$ cat src/btb_params.svh
// --------------------
// branch target buffer size parameters
// sets, ways, lanes per fetch block and field widths
// --------------------

`ifndef BTB_PARAMS_SVH
`define BTB_PARAMS_SVH

// set indexing
`define BTB_SETS 64
`define BTB_IDX_W 6

// associativity
`define BTB_WAYS 2

// instructions per fetch block
`define BTB_LANES 8
`define BTB_LANE_W 3

// entry fields
`define BTB_TAG_W 8
`define BTB_ASID_W 8
`define BTB_INFO_W 16

`endif

$ cat src/btb_pkg.sv
// --------------------
// branch target buffer types
// pc fields, tag and branch info vectors
// --------------------

`include "btb_params.svh"

package btb_pkg;

	// instruction address in instruction units
	// lane in 2:0, set index in 8:3, upper part in 37:9
	typedef logic [37:0] pc38_t;

	typedef logic [`BTB_IDX_W-1:0] fetch_idx_t;
	typedef logic [`BTB_LANE_W-1:0] fetch_lane_t;
	typedef logic [$clog2(`BTB_WAYS)-1:0] btb_way_t;
	typedef logic [`BTB_ASID_W-1:0] asid_t;
	typedef logic [`BTB_TAG_W-1:0] btb_tag_t;

	// branch kind and low target bits opaque to the buffer
	typedef logic [`BTB_INFO_W-1:0] btb_info_t;

	// fold the 29 upper pc bits in byte chunks, then mix in the asid
	function automatic btb_tag_t btb_make_tag(pc38_t pc, asid_t asid);
		btb_tag_t folded;
		folded = pc[16:9] ^ pc[24:17] ^ pc[32:25] ^ {3'b000, pc[37:33]};
		return folded ^ asid;
	endfunction

endpackage

$ cat src/btb_if.sv
// --------------------
// btb array interfaces
// set read port and single way write port
// --------------------

`timescale 1ns/1ps

`include "btb_params.svh"

interface btb_rd_if
	import btb_pkg::*;
();

	// index comes from the read request stage
	fetch_idx_t rd_idx;

	// registered set contents, one entry per way
	logic rd_valid [`BTB_WAYS];
	btb_tag_t rd_tag [`BTB_WAYS];
	fetch_lane_t rd_lane [`BTB_WAYS];
	btb_info_t rd_info [`BTB_WAYS];

	modport array (input rd_idx, output rd_valid, output rd_tag, output rd_lane, output rd_info);
	modport lookup (input rd_valid, input rd_tag, input rd_lane, input rd_info);

endinterface

interface btb_wr_if
	import btb_pkg::*;
();

	logic wr_en;
	fetch_idx_t wr_idx;
	btb_way_t wr_way;
	btb_tag_t wr_tag;
	fetch_lane_t wr_lane;
	btb_info_t wr_info;

	modport update (output wr_en, output wr_idx, output wr_way,
		output wr_tag, output wr_lane, output wr_info);
	modport array (input wr_en, input wr_idx, input wr_way,
		input wr_tag, input wr_lane, input wr_info);
	// replacement only needs to know which way got written
	modport lru (input wr_en, input wr_idx, input wr_way);

endinterface

$ cat src/btb_array.sv
// --------------------
// btb entry storage
// flop based sets of valid, tag, lane and info per way
// synchronous read of a whole set, one way written per cycle
// --------------------

`timescale 1ns/1ps

`include "btb_params.svh"

module btb_array
	import btb_pkg::*;
(
	input logic CLK,
	input logic nRST,

	input logic rd_en,
	btb_rd_if.array rd,

	btb_wr_if.array wr
);

	// --------------------
	// storage

	logic valid_q [`BTB_SETS][`BTB_WAYS];
	btb_tag_t tag_q [`BTB_SETS][`BTB_WAYS];
	fetch_lane_t lane_q [`BTB_SETS][`BTB_WAYS];
	btb_info_t info_q [`BTB_SETS][`BTB_WAYS];

	// --------------------
	// valid bits

	always_ff @(posedge CLK or negedge nRST) begin
		if (!nRST) begin
			valid_q <= '{default: '0};
			rd.rd_valid <= '{default: '0};
		end else begin
			// read sees the old contents on a same edge write
			if (rd_en) begin
				rd.rd_valid <= valid_q[rd.rd_idx];
			end
			if (wr.wr_en) begin
				valid_q[wr.wr_idx][wr.wr_way] <= 1'b1;
			end
		end
	end

	// --------------------
	// entry payload

	always_ff @(posedge CLK) begin
		if (rd_en) begin
			rd.rd_tag <= tag_q[rd.rd_idx];
			rd.rd_lane <= lane_q[rd.rd_idx];
			rd.rd_info <= info_q[rd.rd_idx];
		end
		if (wr.wr_en) begin
			tag_q[wr.wr_idx][wr.wr_way] <= wr.wr_tag;
			lane_q[wr.wr_idx][wr.wr_way] <= wr.wr_lane;
			info_q[wr.wr_idx][wr.wr_way] <= wr.wr_info;
		end
	end

endmodule

$ cat src/btb_lru.sv
// --------------------
// btb replacement state
// one bit per set naming the least recently used way
// --------------------

`timescale 1ns/1ps

`include "btb_params.svh"

module btb_lru
	import btb_pkg::*;
(
	input logic CLK,
	input logic nRST,

	btb_wr_if.lru wr,

	// read hit from the lookup
	input logic touch,
	input btb_way_t touch_way,
	input fetch_idx_t touch_idx,

	// victim for the update index
	input fetch_idx_t victim_idx,
	output btb_way_t victim_way
);

	logic [`BTB_SETS-1:0] lru_q;

	always_ff @(posedge CLK or negedge nRST) begin
		if (!nRST) begin
			lru_q <= '0;
		end else begin
			// the used way becomes most recent
			if (touch) begin
				lru_q[touch_idx] <= ~touch_way;
			end
			// later assignment, so a write to the same set overrides the touch
			if (wr.wr_en) begin
				lru_q[wr.wr_idx] <= ~wr.wr_way;
			end
		end
	end

	assign victim_way = lru_q[victim_idx];

endmodule

$ cat src/btb_lookup.sv
// --------------------
// btb lookup
// tag compare on the registered set, picks the first predicted
// lane at or after the fetch lane, flags hits in both ways
// --------------------

`timescale 1ns/1ps

`include "btb_params.svh"

module btb_lookup
	import btb_pkg::*;
(
	btb_rd_if.lookup rd,

	input logic resp_valid,
	input fetch_idx_t resp_idx,
	input pc38_t pc38,
	input asid_t asid,

	output logic hit,
	output btb_way_t hit_way,
	output fetch_lane_t hit_lane,
	output logic double_hit,
	output btb_info_t btb_info,

	// lru update on a hit
	output logic touch,
	output btb_way_t touch_way,
	output fetch_idx_t touch_idx
);

	btb_tag_t pc_tag;
	fetch_lane_t pc_lane;
	logic [`BTB_LANES-1:0] lane_ok;
	logic [`BTB_WAYS-1:0] qual;
	btb_way_t sel_way;

	assign pc_tag = btb_make_tag(pc38, asid);
	assign pc_lane = pc38[`BTB_LANE_W-1:0];

	always_comb begin
		// lanes at or after the fetch lane
		for (int i = 0; i < `BTB_LANES; i++) begin
			lane_ok[i] = (fetch_lane_t'(i) >= pc_lane);
		end
		for (int w = 0; w < `BTB_WAYS; w++) begin
			qual[w] = rd.rd_valid[w] && (rd.rd_tag[w] == pc_tag) && lane_ok[rd.rd_lane[w]];
		end

		// earlier branch wins when both ways qualify
		// equal lanes go to way 0
		if (&qual) begin
			sel_way = (rd.rd_lane[1] < rd.rd_lane[0]) ? 1'b1 : 1'b0;
		end else begin
			sel_way = qual[1] ? 1'b1 : 1'b0;
		end

		hit = 1'b0;
		hit_way = '0;
		hit_lane = '0;
		double_hit = 1'b0;
		btb_info = '0;
		if (resp_valid && |qual) begin
			hit = 1'b1;
			hit_way = sel_way;
			hit_lane = rd.rd_lane[sel_way];
			double_hit = &qual;
			btb_info = rd.rd_info[sel_way];
		end
	end

	assign touch = hit;
	assign touch_way = hit_way;
	assign touch_idx = resp_valid ? resp_idx : '0;

endmodule

$ cat src/btb_update.sv
// --------------------
// btb update write builder
// rewrites a known way or allocates the lru victim
// --------------------

`timescale 1ns/1ps

`include "btb_params.svh"

module btb_update
	import btb_pkg::*;
(
	input logic update_valid,
	input pc38_t update_pc38,
	input btb_info_t update_btb_info,
	input logic update_hit,
	input btb_way_t update_hit_way,

	input asid_t asid,

	// victim lookup in the lru
	output fetch_idx_t victim_idx,
	input btb_way_t victim_way,

	btb_wr_if.update wr
);

	fetch_idx_t upd_idx;
	fetch_lane_t upd_lane;

	assign upd_idx = update_pc38[`BTB_LANE_W +: `BTB_IDX_W];
	assign upd_lane = update_pc38[`BTB_LANE_W-1:0];

	assign victim_idx = upd_idx;

	assign wr.wr_en = update_valid;
	assign wr.wr_idx = upd_idx;
	// known hit keeps its way, otherwise allocate
	assign wr.wr_way = update_hit ? update_hit_way : victim_way;
	// tag under the current address space
	assign wr.wr_tag = btb_make_tag(update_pc38, asid);
	assign wr.wr_lane = upd_lane;
	assign wr.wr_info = update_btb_info;

endmodule

$ cat src/btb.sv
// --------------------
// branch target buffer core
// read request stage, response stage lookup and update path
// --------------------

`timescale 1ns/1ps

module btb
	import btb_pkg::*;
(
	input logic CLK,
	input logic nRST,

	input asid_t arch_asid,

	// read request stage
	input logic read_req_valid,
	input fetch_idx_t read_req_fetch_idx,

	// read response stage
	input pc38_t read_resp_pc38,
	output logic read_resp_hit,
	output btb_way_t read_resp_hit_way,
	output fetch_lane_t read_resp_hit_lane,
	output logic read_resp_double_hit,
	output btb_info_t read_resp_btb_info,

	// update
	input logic update_valid,
	input pc38_t update_pc38,
	input btb_info_t update_btb_info,
	input logic update_hit,
	input btb_way_t update_hit_way
);

	btb_rd_if rd_if ();
	btb_wr_if wr_if ();

	logic resp_valid;
	fetch_idx_t resp_idx;

	logic touch;
	btb_way_t touch_way;
	fetch_idx_t touch_idx;
	fetch_idx_t victim_idx;
	btb_way_t victim_way;

	// --------------------
	// response stage

	always_ff @(posedge CLK or negedge nRST) begin
		if (!nRST) begin
			resp_valid <= 1'b0;
			resp_idx <= '0;
		end else begin
			resp_valid <= read_req_valid;
			resp_idx <= read_req_fetch_idx;
		end
	end

	assign rd_if.rd_idx = read_req_fetch_idx;

	// --------------------
	// blocks

	btb_array u_array (
		.CLK(CLK),
		.nRST(nRST),
		.rd_en(read_req_valid),
		.rd(rd_if.array),
		.wr(wr_if.array)
	);

	btb_lru u_lru (
		.CLK(CLK),
		.nRST(nRST),
		.wr(wr_if.lru),
		.touch(touch),
		.touch_way(touch_way),
		.touch_idx(touch_idx),
		.victim_idx(victim_idx),
		.victim_way(victim_way)
	);

	btb_lookup u_lookup (
		.rd(rd_if.lookup),
		.resp_valid(resp_valid),
		.resp_idx(resp_idx),
		.pc38(read_resp_pc38),
		.asid(arch_asid),
		.hit(read_resp_hit),
		.hit_way(read_resp_hit_way),
		.hit_lane(read_resp_hit_lane),
		.double_hit(read_resp_double_hit),
		.btb_info(read_resp_btb_info),
		.touch(touch),
		.touch_way(touch_way),
		.touch_idx(touch_idx)
	);

	btb_update u_update (
		.update_valid(update_valid),
		.update_pc38(update_pc38),
		.update_btb_info(update_btb_info),
		.update_hit(update_hit),
		.update_hit_way(update_hit_way),
		.asid(arch_asid),
		.victim_idx(victim_idx),
		.victim_way(victim_way),
		.wr(wr_if.update)
	);

endmodule

$ cat src/btb_wrapper.sv
// --------------------
// btb top level
// flops every input and every read result around the core
// --------------------

`timescale 1ns/1ps

module btb_wrapper
	import btb_pkg::*;
(
	input logic CLK,
	input logic nRST,

	input asid_t next_arch_asid,

	// read request stage
	input logic next_read_req_valid,
	input fetch_idx_t next_read_req_fetch_idx,

	// read response stage
	input pc38_t next_read_resp_pc38,
	output logic last_read_resp_hit,
	output btb_way_t last_read_resp_hit_way,
	output fetch_lane_t last_read_resp_hit_lane,
	output logic last_read_resp_double_hit,
	output btb_info_t last_read_resp_btb_info,

	// update
	input logic next_update_valid,
	input pc38_t next_update_pc38,
	input btb_info_t next_update_btb_info,
	input logic next_update_hit,
	input btb_way_t next_update_hit_way
);

	asid_t arch_asid;
	logic read_req_valid;
	fetch_idx_t read_req_fetch_idx;
	pc38_t read_resp_pc38;
	logic read_resp_hit;
	btb_way_t read_resp_hit_way;
	fetch_lane_t read_resp_hit_lane;
	logic read_resp_double_hit;
	btb_info_t read_resp_btb_info;
	logic update_valid;
	pc38_t update_pc38;
	btb_info_t update_btb_info;
	logic update_hit;
	btb_way_t update_hit_way;

	btb u_btb (.*);

	// --------------------
	// boundary flops

	always_ff @(posedge CLK or negedge nRST) begin
		if (!nRST) begin
			arch_asid <= '0;
			read_req_valid <= 1'b0;
			read_req_fetch_idx <= '0;
			read_resp_pc38 <= '0;
			last_read_resp_hit <= 1'b0;
			last_read_resp_hit_way <= '0;
			last_read_resp_hit_lane <= '0;
			last_read_resp_double_hit <= 1'b0;
			last_read_resp_btb_info <= '0;
			update_valid <= 1'b0;
			update_pc38 <= '0;
			update_btb_info <= '0;
			update_hit <= 1'b0;
			update_hit_way <= '0;
		end else begin
			arch_asid <= next_arch_asid;
			read_req_valid <= next_read_req_valid;
			read_req_fetch_idx <= next_read_req_fetch_idx;
			read_resp_pc38 <= next_read_resp_pc38;
			// lookup result of the previous cycle
			last_read_resp_hit <= read_resp_hit;
			last_read_resp_hit_way <= read_resp_hit_way;
			last_read_resp_hit_lane <= read_resp_hit_lane;
			last_read_resp_double_hit <= read_resp_double_hit;
			last_read_resp_btb_info <= read_resp_btb_info;
			update_valid <= next_update_valid;
			update_pc38 <= next_update_pc38;
			update_btb_info <= next_update_btb_info;
			update_hit <= next_update_hit;
			update_hit_way <= next_update_hit_way;
		end
	end

endmodule

$ cat config.mk
export PLATFORM = sky130hd
export DESIGN_NAME = btb_wrapper
export DESIGN_NICKNAME = d
export VERILOG_FILES = /design/src/btb_pkg.sv /design/src/btb_if.sv /design/src/btb_array.sv /design/src/btb_lru.sv /design/src/btb_lookup.sv /design/src/btb_update.sv /design/src/btb.sv /design/src/btb_wrapper.sv
export VERILOG_INCLUDE_DIRS = /design/src
export SDC_FILE = /design/constraint.sdc
export NUM_CORES = 2
export LEC_CHECK = 0
export ABC_AREA = 1
export BUFFER_PORTS_ARGS = -buffer_cell sky130_fd_sc_hd__buf_4
export CORE_UTILIZATION = 28
export DETAILED_ROUTE_END_ITERATION = 6
export PLACE_DENSITY = 0.46
export SYNTH_ARGS = -nofsm -noshare
export SYNTH_HDL_FRONTEND = slang
export SYNTH_SLANG_ARGS = --single-unit
$ cat constraint.sdc
create_clock -name CLK -period 14.05 [get_ports CLK]
set_input_delay 4.215 -clock CLK [delete_from_list [all_inputs] [get_ports CLK]]
set_output_delay 4.215 -clock CLK [all_outputs]
set_load 0.03 [all_outputs]
==> metrics.md <==
| Metric | Value |
|---|---|
| Outcome | `finished, violations left` |
| Failing checks | `DRC` |
| Share of cells above drive strength 1 | `9.54%` |
| Ys async rst share | `roughly 8.5%` |
| Sequential power share | `50.4%` |
| Bufs on Longest Clock Path | `4` |
| Static Leakage | `56.9 nW` |
| Max FO, Critical Path | `1` |
| RSZ-0062 raised after global routing | `false` |
| Cells after Synth | `approximately 12000` |
| Launching element type of the critical path | `flip-flop` |
| Buf/Inv on CP | `1` |
| Hold Buf Count CTS | `0` |
| CTS Sinks | `3837` |
| Setup WS post-layout | `7850 ps` |
| Crit share post-route | `44.1%` |
| Vias | `99500` |
| Syn Nets | `12100` |
| Largest net degree at the start of global routing | `193` |
| CP endpoint kind | `output port` |
| Setup TNS | `0 ps` |
| Seq. cell area | `114000 um^2` |
| Initial DRC count | `10900` |
| Multi-input gate area | `33600 um^2` |
| Worst hold slack | `448 ps` |
| WS Path Type | `reg2out` |
| Mapped Area | `151000 um^2` |
| Rel. slew slack | `9.85%` |
| Initial antenna violation count | `46` |
| Slew at the pin with the worst max-slew slack | `1350 ps` |
| Seq/Total Area, Yosys | `around 75%` |
| CP required | `a little under 10000 ps` |
| First-pass GRT wire length | `723000 um` |
| Final-report hold violation count | `0` |
| Max Slew Vio Count | `0` |
| Initial core utilization | `roughly 28%` |
| Yosys cell types | `36` |
| Worst r2r path cells | `11` |
| TritonCTS Buffers | `414` |
| Total gr overflow | `0` |
| Max stage delay cell, worst path | `dfrtp_1` |
| Die area | `543000 um^2` |
| Antenna-violating nets left | `0` |
| Final Util | `32.5%` |
| Pre-CTS WS | `7670 ps` |
| I/O pins | `134` |
| CTS tree | `built` |
| Routed wire length | `519000 um` |
| Hold WC Path Type | `reg2reg` |
| FF-to-FF Start | `read_req_fetch_idx[0]$_DFF_PN0_` |
| Floorplan row count | `269` |
| RR Endpoint | `u_btb.u_array.rd.rd_tag[12]$_DFFE_PP_` |
| R2r setup slk | `8200 ps` |
| CTS Root Cell | `clkbuf_16` |
| Port-buffer cells | `127` |
| Vias/cell | `5.09` |
| Net Sw Frac | `between 20% and 30%` |
| Synth warn | `0` |
| Die Span X | `737 um` |
| Worst Hold Endpoint | `u_btb.u_array.valid_q[77]$_DFFE_PN0P_` |
| Post-CTS Resized | `0` |
| Worst skew pair latency | `1050 ps` |
| Die Ht | `737 um` |
| Clock group share of total power | `42.4%` |
| Worst ir drop on vdd | `0.108 mV` |
| Fin nets | `12100` |
| Post-synth EDFFs | `3510` |
| Slowest cell delay on critical path | `roughly 660 ps` |
| Cell Pwr Density | `roughly 150 nW/um^2` |
| Cell chain of the critical path | `buf_4` |
| Skew final | `88.3 ps` |
| Pre-antenna DRT Iters | `7` |
| Pint | `19.4 mW` |
| Crit path max-delay family | `flip-flops` |
| CP Data Arrival Time | `1980 ps` |
| Placeable Area | `approximately 540000 um^2` |
| Switching Power | `6.27 mW` |
| GR Util All Layers | `18.3%` |
| Routability cong. | `around 0.9` |
| Crit path time final | `6200 ps` |
| Vias in the first global route | `93700` |
| Synth Area per Inst | `roughly 13 um^2` |
| Layout fillers | `between 50000 and 60000` |
| Max-cap violations | `0` |
| Drc violations | `1` |
| WL/cell | `26.5 um` |
| Logic gate share of total power | `7.1%` |
| Clock transition at path regs | `60 ps` |
| Fmax | `161 MHz` |
| HPWL after DPL | `approximately 280000 um` |
| Max H-tree Level | `5` |
| P&R area growth vs syn | `15.6%` |
| Hold path depth | `2` |
| Setup repair bufs after CTS | `0` |
| Synth Register Bits | `3837` |
| Ys flop type | `edfxtp_1` |
| Hold Path Origin | `u_btb.u_array.valid_q[77]$_DFFE_PN0P_` |
| Setup violators final | `0` |
[worst max path at each step]
stage | cells past startpoint | from | endpoint | slack [ps]
floorplan | 2 | arch_asid[5]$_DFF_PN0_ | u_btb.u_array.tag_q[0][13]$_DFFE_PP_ | 8880
global placement | 3 | nRST | last_read_resp_hit$_DFF_PN0_ | 7650
detailed placement | 3 | nRST | last_read_resp_hit$_DFF_PN0_ | 7670
CTS | 1 | last_read_resp_btb_info[9]$_DFF_PN0_ | last_read_resp_btb_info[9] | 7820
global route | 10 | read_req_fetch_idx[0]$_DFF_PN0_ | u_btb.u_array.rd.rd_tag[15]$_DFFE_PP_ | 7760
finish | 1 | last_read_resp_btb_info[3]$_DFF_PN0_ | last_read_resp_btb_info[3] | 7850
[per-stage QoR]
stage	total power, mW	instance area, um^2	std cells
global placement	15.0	161000	18800
finish	25.7	175000	19600
CTS	25.9	175000	19500
detailed placement	15.0	161000	18800
global route	26.4	175000	19500
floorplan	14.1	151000	11900
[cells by family (layout without fill, tap and decap cells)]
group / count (synthesis) / count (layout) / synth area share (%)
AND/OR/NAND/NOR: 3180 / 3180 / 8.07
adder cells (fa/ha/maj): 2 / 2 / 0.0165
other: 0 / 32 / 0
buffers and inverters: 1193 / 1585 / 3.17
AO/OA/AOI/OAI: 3696 / 3696 / 13.4
flip-flops: 3837 / 3837 / 75.1
XOR/XNOR: 40 / 40 / 0.232
[power groups by stage]
| stage | Clock (mW) | Sequential (mW) | Combinational (mW) |
|---|---|---|---|
| floorplan | 0 | 13.2 | 0.933 |
| global placement | 0 | 13.2 | 1.83 |
| detailed placement | 0 | 13.2 | 1.83 |
| CTS | 11.1 | 12.9 | 1.83 |
| global route | 11.5 | 13.0 | 1.98 |
| finish | 10.9 | 12.9 | 1.83 |
[cells in the final DEF (no fill, tap or decap), types with 72 or more instances in the layout]
cell type  synthesis  layout
o21ai_0         2394    2390
clkbuf_1         603      84
clkinv_1           1     118
nand2_1          449     447
clkinv_2           0      72
nand3_1          119     119
edfxtp_1        3510    3510
clkbuf_16          0     421
dfrtp_1          327     301
inv_1            358     329
nor2_1          2573    2506
o22ai_1         1098    1095
buf_4             25     439
[metal layers]
metal	track usage [%]	vias to the layer above	part of all wire (%)
met3	2.67	675	5.9
met1	26.0	51600	45
met2	29.1	3190	46
met4	5.51	16	3.1
met5	0	-	0.020
li1	-	44000	-
[synth_stat cells (9+ instances only)]
library cell  count  area share (%)
nand2_1         449             1.1
o21bai_1         47            0.23
o22ai_1        1098             4.5
o32ai_1          37            0.21
o21ai_1          10           0.033
buf_4            25            0.12
nand3_1         119            0.39
o21ai_0        2394             7.9
edfxtp_1       3510              70
a21oi_1          63            0.21
buf_2           166            0.55
inv_1           358            0.89
nor2_1         2573             6.4
xnor2_1          21            0.12
xor2_1           19            0.11
inv_2             9           0.022
buf_1            29           0.072
clkbuf_1        603             1.5
nor3_1           15           0.050
o221ai_1         15           0.087
dfrtp_1         327             5.4
[registers in the layout, summed over array words and instances (netlist names), 32 cells and up]
signal,flops
u_btb.u_array.info_q,2048
u_btb.u_array.lane_q,384
update_pc38,38
u_btb.u_array.tag_q,1024
u_btb.u_array.valid_q,128
read_resp_pc38,32
u_btb.u_array.rd.rd_info,32
u_btb.u_lru.lru_q,64
[final cells by class]
cell class | count | share of cell area [%]
flip-flops and latches | 3837 | 65.0
multi-input cells | 6918 | 19.2
clock buffers | 522 | 6.34
well taps | 7181 | 5.14
repair buffers | 460 | 2.12
clock inverters | 235 | 1.32
inverters | 368 | 0.809
diodes | 32 | 0.0458
Power figures use the tool's default switching activity.
